$ cat config.mk
export PLATFORM = sky130hd
export DESIGN_NAME = a2_bus_frontend
export DESIGN_NICKNAME = d
export VERILOG_FILES = /design/src/a2_pkg.sv /design/src/edge_denoise.sv /design/src/bus_cycle_capture.sv /design/src/card_response_arbiter.sv /design/src/a2_bus_frontend.sv
export SDC_FILE = /design/constraint.sdc
export NUM_CORES = 1
export LEC_CHECK = 0
export BUFFER_PORTS_ARGS = -buffer_cell sky130_fd_sc_hd__buf_4
export CELL_PAD_IN_SITES_DETAIL_PLACEMENT = 0
export CELL_PAD_IN_SITES_GLOBAL_PLACEMENT = 1
export CORE_ASPECT_RATIO = 0.7
export CORE_MARGIN = 2
export CORE_UTILIZATION = 36
export CTS_CLUSTER_SIZE = 25
export DETAILED_ROUTE_END_ITERATION = 16
export GPL_TIMING_DRIVEN = 0
export MAX_ROUTING_LAYER = met4
export PLACE_DENSITY = 0.88
export SYNTH_ARGS = -nofsm -noshare
export SYNTH_HDL_FRONTEND = slang
export SYNTH_SLANG_ARGS = --single-unit
export TNS_END_PERCENT = 50
$ cat constraint.sdc
create_clock -name clk_logic_w -period 1.75 [get_ports clk_logic_w]
set_clock_uncertainty 0.05 [all_clocks]
set_input_delay 0.35 -clock clk_logic_w [delete_from_list [all_inputs] [get_ports clk_logic_w]]
set_output_delay 0.35 -clock clk_logic_w [all_outputs]
set_load 0.05 [all_outputs]
$ cat src/a2_pkg.sv
/* Shared widths, filter settings and enums for the Apple II bus front end.
   The output enable switches are fixed here and apply to the whole design. */
package a2_pkg;

    // Apple II slot bus widths
    localparam int A2_ADDR_W = 16;
    localparam int A2_DATA_W = 8;

    // Synchronizer depth for the slow slot clocks
    localparam int SYNC_STAGES = 2;

    // Equal synchronized samples needed before a level change is accepted
    localparam int FILTER_LEN = 3;

    // Width of the run counter in the denoiser
    localparam int FILTER_CNT_W = $clog2(FILTER_LEN);

    // Permits driving the data direction output
    localparam bit BUS_DATA_OUT_ENABLE = 1'b1;

    // Permits driving the Apple interrupt line
    localparam bit IRQ_OUT_ENABLE = 1'b1;

    // Capture state within one Phi0 cycle
    typedef enum logic [1:0] {
        // Waiting for Phi1 to fall
        CAP_WAIT_PHI0,
        // Address latched, no data yet
        CAP_WAIT_DATA,
        // Data latched, waiting for Phi1 to rise
        CAP_WAIT_END
    } cap_state_e;

    // Source that drives the Apple data bus
    typedef enum logic [1:0] {
        CARD_NONE,
        // Serial card
        CARD_SSC,
        // Sprite card
        CARD_SSP,
        // Sound card
        CARD_MB
    } card_sel_e;

endpackage

$ cat src/edge_denoise.sv
/* Input is asynchronous. Level and edge strobes follow a stable change by
   4 to 5 clocks; pulses shorter than FILTER_LEN samples are dropped. */
module edge_denoise import a2_pkg::*; (
    input  logic clk_logic_w,
    input  logic rst_n_i,
    input  logic sig_i,
    output logic level_o,
    output logic rise_o,
    output logic fall_o
);

    logic [SYNC_STAGES-1:0]  sync_q;
    logic                    sync_w;
    logic [FILTER_CNT_W-1:0] run_cnt_q;
    logic                    level_q;
    logic                    rise_q;
    logic                    fall_q;

    assign sync_w = sync_q[SYNC_STAGES-1];

    always_ff @(posedge clk_logic_w) begin
        if (!rst_n_i) begin
            // Slot clocks idle high, so start from the high level
            sync_q    <= '1;
            run_cnt_q <= '0;
            level_q   <= 1'b1;
            rise_q    <= 1'b0;
            fall_q    <= 1'b0;
        end else begin
            sync_q <= {sync_q[SYNC_STAGES-2:0], sig_i};
            rise_q <= 1'b0;
            fall_q <= 1'b0;
            if (sync_w == level_q) begin
                // Glitch ended before it was accepted
                run_cnt_q <= '0;
            end else if (run_cnt_q == FILTER_CNT_W'(FILTER_LEN - 1)) begin
                level_q   <= sync_w;
                rise_q    <= sync_w;
                fall_q    <= !sync_w;
                run_cnt_q <= '0;
            end else begin
                run_cnt_q <= run_cnt_q + 1'b1;
            end
        end
    end

    assign level_o = level_q;
    assign rise_o  = rise_q;
    assign fall_o  = fall_q;

    // A new edge needs a fresh run of samples, so strobes never come back to back
    a_edge_gap: assert property (
        @(posedge clk_logic_w) disable iff (!rst_n_i)
        (rise_o || fall_o) |=> !(rise_o || fall_o)
    );

endmodule

$ cat src/bus_cycle_capture.sv
/* One cycle in flight; the report holds until the next strobe. Without a Q3
   fall inside Phi0 the data is taken at the Phi1 rise. */
module bus_cycle_capture import a2_pkg::*; (
    input  logic                 clk_logic_w,
    input  logic                 rst_n_i,
    input  logic                 phi1_rise_i,
    input  logic                 phi1_fall_i,
    input  logic                 q3_fall_i,
    input  logic [A2_ADDR_W-1:0] addr_i,
    input  logic [A2_DATA_W-1:0] data_i,
    input  logic                 rw_n_i,
    output logic                 cycle_strobe_o,
    output logic [A2_ADDR_W-1:0] cycle_addr_o,
    output logic [A2_DATA_W-1:0] cycle_data_o,
    output logic                 cycle_rw_n_o
);

    cap_state_e           state_q;
    logic [A2_ADDR_W-1:0] addr_q;
    logic [A2_DATA_W-1:0] data_q;
    logic                 rw_n_q;
    logic [A2_DATA_W-1:0] report_data_w;

    // Late data comes straight from the bus when Q3 never fell
    assign report_data_w = (state_q == CAP_WAIT_END) ? data_q : data_i;

    // Pending cycle, kept apart from the held report
    always_ff @(posedge clk_logic_w) begin
        if (phi1_fall_i) begin
            addr_q <= addr_i;
            rw_n_q <= rw_n_i;
        end
        if (state_q == CAP_WAIT_DATA && q3_fall_i) begin
            data_q <= data_i;
        end
    end

    always_ff @(posedge clk_logic_w) begin
        if (!rst_n_i) begin
            state_q        <= CAP_WAIT_PHI0;
            cycle_strobe_o <= 1'b0;
            cycle_addr_o   <= '0;
            cycle_data_o   <= '0;
            cycle_rw_n_o   <= 1'b0;
        end else begin
            cycle_strobe_o <= 1'b0;
            if (phi1_fall_i) begin
                // Start of Phi0, also restarts a cycle whose end was lost
                state_q <= CAP_WAIT_DATA;
            end else begin
                case (state_q)
                    CAP_WAIT_DATA: begin
                        if (phi1_rise_i) begin
                            state_q        <= CAP_WAIT_PHI0;
                            cycle_strobe_o <= 1'b1;
                            cycle_addr_o   <= addr_q;
                            cycle_rw_n_o   <= rw_n_q;
                            cycle_data_o   <= report_data_w;
                        end else if (q3_fall_i) begin
                            state_q <= CAP_WAIT_END;
                        end
                    end
                    CAP_WAIT_END: begin
                        if (phi1_rise_i) begin
                            state_q        <= CAP_WAIT_PHI0;
                            cycle_strobe_o <= 1'b1;
                            cycle_addr_o   <= addr_q;
                            cycle_rw_n_o   <= rw_n_q;
                            cycle_data_o   <= report_data_w;
                        end
                    end
                    default: begin
                        state_q <= CAP_WAIT_PHI0;
                    end
                endcase
            end
        end
    end

    // At most one report per Phi0 cycle
    a_strobe_single: assert property (
        @(posedge clk_logic_w) disable iff (!rst_n_i)
        cycle_strobe_o |=> !cycle_strobe_o
    );

endmodule

$ cat src/card_response_arbiter.sv
/* Purely combinational. Serial card wins over sprite card, which wins over
   the sound card; with no read-enable the captured bus byte is driven. */
module card_response_arbiter import a2_pkg::*; (
    input  logic                 ssc_rd_i,
    input  logic [A2_DATA_W-1:0] ssc_data_i,
    input  logic                 ssc_irq_n_i,
    input  logic                 ssp_rd_i,
    input  logic [A2_DATA_W-1:0] ssp_data_i,
    input  logic                 ssp_irq_n_i,
    input  logic                 mb_rd_i,
    input  logic [A2_DATA_W-1:0] mb_data_i,
    input  logic                 mb_irq_n_i,
    input  logic [A2_DATA_W-1:0] bus_data_i,
    output logic [A2_DATA_W-1:0] a2_d_o,
    output logic                 a2_d_dir_o,
    output logic                 a2_irq_n_o
);

    card_sel_e sel_w;

    // Fixed priority pick
    always_comb begin
        if (ssc_rd_i) begin
            sel_w = CARD_SSC;
        end else if (ssp_rd_i) begin
            sel_w = CARD_SSP;
        end else if (mb_rd_i) begin
            sel_w = CARD_MB;
        end else begin
            sel_w = CARD_NONE;
        end
    end

    always_comb begin
        case (sel_w)
            CARD_SSC: a2_d_o = ssc_data_i;
            CARD_SSP: a2_d_o = ssp_data_i;
            CARD_MB:  a2_d_o = mb_data_i;
            default:  a2_d_o = bus_data_i;
        endcase
    end

    // Drive the bus only while some card answers a read
    assign a2_d_dir_o = (sel_w != CARD_NONE) && BUS_DATA_OUT_ENABLE;

    // Interrupt lines are wired-AND, active low
    assign a2_irq_n_o = IRQ_OUT_ENABLE ? (ssc_irq_n_i && ssp_irq_n_i && mb_irq_n_i) : 1'b1;

endmodule

$ cat src/a2_bus_frontend.sv
/* Phi1 and Q3 may be asynchronous to clk_logic_w; a cycle report follows the
   Phi1 rise at the pin by 5 to 6 clocks. Card inputs reach the bus outputs directly. */
module a2_bus_frontend import a2_pkg::*; (
    input  logic                 clk_logic_w,
    input  logic                 rst_n_i,
    input  logic                 a2_phi1_i,
    input  logic                 a2_q3_i,
    input  logic [A2_ADDR_W-1:0] a2_a_i,
    input  logic [A2_DATA_W-1:0] a2_d_i,
    input  logic                 a2_rw_n_i,
    input  logic                 ssc_rd_i,
    input  logic [A2_DATA_W-1:0] ssc_data_i,
    input  logic                 ssc_irq_n_i,
    input  logic                 ssp_rd_i,
    input  logic [A2_DATA_W-1:0] ssp_data_i,
    input  logic                 ssp_irq_n_i,
    input  logic                 mb_rd_i,
    input  logic [A2_DATA_W-1:0] mb_data_i,
    input  logic                 mb_irq_n_i,
    output logic                 phi0_o,
    output logic                 cycle_strobe_o,
    output logic [A2_ADDR_W-1:0] cycle_addr_o,
    output logic [A2_DATA_W-1:0] cycle_data_o,
    output logic                 cycle_rw_n_o,
    output logic [A2_DATA_W-1:0] a2_d_o,
    output logic                 a2_d_dir_o,
    output logic                 a2_irq_n_o
);

    logic phi1_level_w;
    logic phi1_rise_w;
    logic phi1_fall_w;
    logic q3_fall_w;

    // Phi1 falls at the start of Phi0 and rises at its end
    edge_denoise phi1_denoise (
        .clk_logic_w (clk_logic_w),
        .rst_n_i     (rst_n_i),
        .sig_i       (a2_phi1_i),
        .level_o     (phi1_level_w),
        .rise_o      (phi1_rise_w),
        .fall_o      (phi1_fall_w)
    );

    // Only the Q3 fall matters, it marks valid write data
    edge_denoise q3_denoise (
        .clk_logic_w (clk_logic_w),
        .rst_n_i     (rst_n_i),
        .sig_i       (a2_q3_i),
        .level_o     (),
        .rise_o      (),
        .fall_o      (q3_fall_w)
    );

    assign phi0_o = !phi1_level_w;

    bus_cycle_capture capture (
        .clk_logic_w    (clk_logic_w),
        .rst_n_i        (rst_n_i),
        .phi1_rise_i    (phi1_rise_w),
        .phi1_fall_i    (phi1_fall_w),
        .q3_fall_i      (q3_fall_w),
        .addr_i         (a2_a_i),
        .data_i         (a2_d_i),
        .rw_n_i         (a2_rw_n_i),
        .cycle_strobe_o (cycle_strobe_o),
        .cycle_addr_o   (cycle_addr_o),
        .cycle_data_o   (cycle_data_o),
        .cycle_rw_n_o   (cycle_rw_n_o)
    );

    // Last captured byte is the fallback drive value
    card_response_arbiter arbiter (
        .ssc_rd_i    (ssc_rd_i),
        .ssc_data_i  (ssc_data_i),
        .ssc_irq_n_i (ssc_irq_n_i),
        .ssp_rd_i    (ssp_rd_i),
        .ssp_data_i  (ssp_data_i),
        .ssp_irq_n_i (ssp_irq_n_i),
        .mb_rd_i     (mb_rd_i),
        .mb_data_i   (mb_data_i),
        .mb_irq_n_i  (mb_irq_n_i),
        .bus_data_i  (cycle_data_o),
        .a2_d_o      (a2_d_o),
        .a2_d_dir_o  (a2_d_dir_o),
        .a2_irq_n_o  (a2_irq_n_o)
    );

endmodule

==> Word-level counts from Yosys, hierarchy flattened <==
Cells that the tools add are included.
{ "classes": {"n_reduce_logical": 19, "n_mux": 11, "eq_ne": 13, "n_bitwise": 7, "n_addsub": 2} }
{ "op_table": {"columns": ["operator", "n"], "rows": [
  ["8-bit case mux with 3 select lines", 1],
  ["3-bit OR reduction", 5],
  ["2-bit two-way mux", 6],
  ["2-bit == test, second input constant", 5],
  ["8-bit two-way mux", 1],
  ["2-bit AND reduction", 4],
  ["1-bit NOT", 7],
  ["3-bit inequality test, second input constant", 2],
  ["2-bit by 1-bit adder with 2-bit output, second input constant", 2],
  ["2-bit by 1-bit == test with 1-bit output, second input constant", 2],
  ["4-bit inequality test, second input constant", 1],
  ["2-bit case mux with 2 select lines", 1],
  ["2-bit OR reduction", 2],
  ["1-bit logical AND", 3],
  ["1-bit logical NOT", 3],
  ["3-bit AND reduction", 1],
  ["1-bit == test", 2],
  ["1-bit two-way mux", 2],
  ["2-bit inequality test, second input constant", 1],
  ["2-bit nonzero test", 1]
]} }
{ "totals": {"output_inout_bits": 37, "elab_cells": 70, "reg_bits": 66} }

==> Longest topological paths before layout <==
{ "depth": {"ltp_word": 5, "ltp_mapped": 7} }

==> By module <==
A second synthesis with hierarchy kept.
{ "unflattened": {"cells_unflattened": 228, "hier_area_um2": 2626.3} }
{ "by_module_without_submodules": {"columns": ["module", "seq_area_each_um2", "instances", "area_per_inst_um2", "cells_per_inst"], "rows": [
  ["bus_cycle_capture", 1311.3, 1, 1979.4, 157],
  ["edge_denoise", 140.1, 2, 227.7, 19],
  ["card_response_arbiter", 0.0, 1, 187.7, 32],
  ["a2_bus_frontend", 0.0, 1, 3.8, 1]
]} }

==> Least setup slack after synthesis <==
No wires, ideal clock.
{ "synth_path": {"path_type": "input port to output port", "start": "input port ssc_rd_i", "end": "output port a2_d_o[0]", "arrival_time_ns": 2.016, "n_path_buf": 1, "cell_stages": 4, "setup_slack_ns": -0.666, "t_required_ns": 1.350, "path_cell_list": "or3_1 -> clkbuf_1 -> o22ai_1 -> a21oi_1"} }
{ "synth_between": {"elab_chain_len": 3, "elab_cells_between_ends": 5, "classes_between": "eq/ne: 3; mux: 2"} }
{ "synth_rtl": {"columns": ["item", "line_no", "text"], "rows": [
  ["start: declaration", "a2_bus_frontend.sv:11", "input logic ssc_rd_i,"],
  ["2-bit two-way mux (*)", "card_response_arbiter.sv:23", "if (ssc_rd_i) begin"],
  ["2-bit == test / 2-bit by 1-bit == test with 1-bit output (equally long branches)", "card_response_arbiter.sv:35", "case (sel_w)"],
  ["8-bit case mux with 3 select lines (*)", "card_response_arbiter.sv:35", null],
  ["end: declaration", "a2_bus_frontend.sv:25", "output logic [A2_DATA_W-1:0] a2_d_o,"]
]} }
Mark *: on every way between the ends. The rest lies on a longest branch, timed or not.

==> Worst setup path in the final report <==
{ "layout_path": {"start": "input port mb_rd_i", "end": "output port a2_d_o[2]"} }
{ "layout_between": {"elab_chain_len": 5, "elab_cells_between_ends": 7, "classes_between": "eq/ne: 3; mux: 4"} }
{ "layout_rtl": {"columns": ["item", "line_no", "text"], "rows": [
  ["start: declaration", "a2_bus_frontend.sv:17", "input logic mb_rd_i,"],
  ["2-bit two-way mux (*)", "card_response_arbiter.sv:27", "end else if (mb_rd_i) begin"],
  ["2-bit two-way mux (*)", "card_response_arbiter.sv:25", "end else if (ssp_rd_i) begin"],
  ["2-bit two-way mux (*)", "card_response_arbiter.sv:23", null],
  ["2-bit == test / 2-bit by 1-bit == test with 1-bit output (equally long branches)", "card_response_arbiter.sv:35", null],
  ["8-bit case mux with 3 select lines (*)", "card_response_arbiter.sv:35", null]
]} }
Marks and branches as above.

==> flow_metrics.py <==
metrics = {
    "power_and_ir_drop": {
        "switching_share": 0.232,
        "p_leak_uw": 0.00158,
        "powerDensity_nw_per_um2": 816,
        "p_comb_frac": 0.122,
        "power.share.clock": 0.371,
        "peakVddDrop_v": 0.000431,
        "internal-power_uw": 2430,
        "p_sw_uw": 732,
        "seq_power_share": 0.506,
    },
    "clock_tree": {
        "tritoncts": "yes",
        "htreeDepth": 3,
        "cts-root-buf": "clkbuf_8",
        "cts_buffers": 9,
        "clk_latency_ns": 0.34,
        "cts_buffer_depth": 2,
        "cts.sinks": 66,
        "clkTransAtPathRegs_ns": 0.06,
        "cts_hold_buffers": 0,
    },
    "grt": {
        "grt_max_degree": 22,
        "grt_pass1_vias": 1948,
        "met1_usage": 0.203,
        "antenna_found_initial": 0,
        "grt_pass1_wl_mm": 9.46,
        "top_usage_layer": "met2",
        "use_met3": 0.0561,
        "overflow": 0,
        "track_usage": 0.167,
        "met2_usage": 0.256,
    },
    "setup_path": {
        "endpoint_kind": "output pin",
        "crit_arrival_ns": 1.36,
        "worstSetupPathType": "in2out",
        "cp-start-kind": "primary input",
        "path_max_fanout": 5,
        "required_ns": 1.35,
    },
    "placement": {
        "hpwl_mm": 4.30,
        "gp_congestion": 0.760,
        "io_buffers": 94,
        "placedCellCount": 412,
        "post-place-ws_ns": -0.169,
    },
    "sta": {
        "whs_ns": 0.140,
        "max-slew-margin-rel": 0.641,
        "final-hold-violation-count": 0,
        "timing.fmax_ghz": 0.567,
        "finalMaxSlewViolations": 0,
        "max_slew.worst_pin.slew_ns": 0.539,
        "setup_violations": 1,
        "period_share": 1.01,
        "fin_crit_ns": 1.76,
        "rsz0062_at_grt": "yes",
        "fin_ws_ns": -0.0126,
    },
    "synthesis": {
        "syn_inst": 224,
        "synth_nets": 287,
        "ys_types": 31,
        "synth_top_area_share": 0.324,
        "synth_seq_cells": 66,
        "async_flop_share": 0,
        "netlist_area_um2": 2530,
        "ys_seq_area_frac": 0.620,
        "yosysWarnings": 0,
        "synth-edff-count": 25,
        "synth_ff_type": "dfxtp_1",
        "synth_top_area_cell": "dfxtp_1",
        "synth_area_leaders": "dfxtp_1, edfxtp_1, nand2_1",
        "syn_avg_cell_area_um2": 11.3,
    },
    "layout": {
        "final_common_cell": "buf_4",
        "utilization": 0.571,
        "final_nets": 395,
        "diodes": 0,
        "layout_common_cells": "buf_4, nand2_1, dfxtp_1, edfxtp_1, clkbuf_8",
        "fin_cells": 431,
        "syn2layout_area_growth_pct": 52.9,
        "drive_above_1_share": 0.418,
    },
    "worst_hold_path": {
        "hold_class": "in2reg",
    },
    "routing": {
        "drtAntennaViolNets": 0,
        "firstDrtPassIters": 4,
        "drt_drc_violations_left": 0,
        "wirelength_mm": 6.24,
        "initialDrtViolationCount": 80,
        "wire_per_inst_um": 14.5,
        "via_per_inst": 4.67,
        "vias": 2011,
    },
    "floorplan": {
        "die_w_um": 104,
        "dieArea_um2": 7740,
        "row_count": 25,
        "io_pins": 96,
        "core_area_um2": 6790,
        "start_util": 0.373,
        "die_h_um": 74.2,
    },
    "job": {
        "maxCapViolCount": 0,
    },
    "run_status": {
        "violations": "setup timing",
        "status": "finished with violations",
    },
}
-- routing by layer --
| layer | vias to the layer above | part of all wire |
|---|---|---|
| li1 | 1007 | - |
| met1 | 949 | 0.45 |
| met2 | 41 | 0.48 |
| met3 | 14 | 0.043 |
| met4 | 0 | 0.020 |
| met5 | - | 0 |
-- through the flow --
stage                     power (uW)  TNS, ns  area [um2]
after CTS                       3170   -0.150        3780
final                           3160  -0.0126        3870
after global placement          1950    -1.85        3450
after floorplan                 1810   -0.388        2630
after global routing            3290   -0.126        3870
after detailed placement        1960    -2.14        3450
-- path summary, 6_finish.rpt --
kind                           start                      end  slack, ns  cells after the start
max                          mb_rd_i                a2_d_o[2]      -0.01                      6
min                        a2_a_i[4]        capture.addr_q[4]       0.14                      1
min reg2reg  q3_denoise.run_cnt_q[0]  q3_denoise.run_cnt_q[0]       0.36                      1
max reg2reg       capture.state_q[0]  capture.cycle_addr_o[8]       0.15                      7
-- power by group through the flow --
| stage | logic (uW) | clock network (uW) | registers (uW) |
|---|---|---|---|
| after floorplan | 174 | 0 | 1630 |
| after detailed placement | 322 | 0 | 1630 |
| after global routing | 407 | 1290 | 1600 |
| after global placement | 317 | 0 | 1630 |
| final | 387 | 1170 | 1600 |
| after CTS | 360 | 1210 | 1600 |
-- what timing repair did --
action / 4_1_cts / 5_1_grt
pin swaps: 2 / 9
gates resized for setup: 24 / 17
gates cloned: 1 / 0
buffers inserted: 2 / 1
endpoints found under the setup margin: 26 / 18
-- flip-flops by register name, indices dropped and copies added, names as in the netlist, 2 cells and up --
register                flops
capture.addr_q             16
capture.cycle_addr_o       16
capture.cycle_data_o        8
capture.data_q              8
capture.state_q             2
phi1_denoise.run_cnt_q      2
phi1_denoise.sync_q         2
q3_denoise.run_cnt_q        2
q3_denoise.sync_q           2
-- layout make-up --
class | instances | area, um2
Buffer | 12 | 100
Clock inverter | 2 | 10.0
Timing Repair Buffer | 98 | 788
Clock buffer | 14 | 174
Fill cell | 593 | 2910
Sequential cell | 66 | 1570
Inverter | 8 | 33.8
Tap cell | 94 | 118
Multi-Input combinational cell | 137 | 1080
-- cells in the mapped netlist, drive strengths merged, types with 2 or more instances --
master and instances:
mux2i 9, xor2 2, a21oi 9, a21boi 17, and2 2, o22ai 16, buf 9, nand3b 2
clkbuf 4, dfxtp 41, inv 8, nor3b 2, o211a 8, nand2b 6, nand2 45, nor2 6
ha 4, edfxtp 25, o211ai 2
-- worst max-delay path, stage by stage --
cell,delay [ns]
buf_6,0.09
or3_4,0.42
buf_12,0.17
o22ai_4,0.12
a21oi_4,0.05
buf_8,0.16
-- cell families after synthesis --
| group | count (synthesis) | synth area share |
|---|---|---|
| fa+ha+maj | 4 | 0.0198 |
| mux | 9 | 0.0356 |
| xor+xnor | 2 | 0.00691 |
| simple gates | 68 | 0.126 |
| buf+inv | 21 | 0.0405 |
| flops | 66 | 0.620 |
| compound gates | 54 | 0.151 |
No activity file was read; power rests on OpenSTA's default activity.
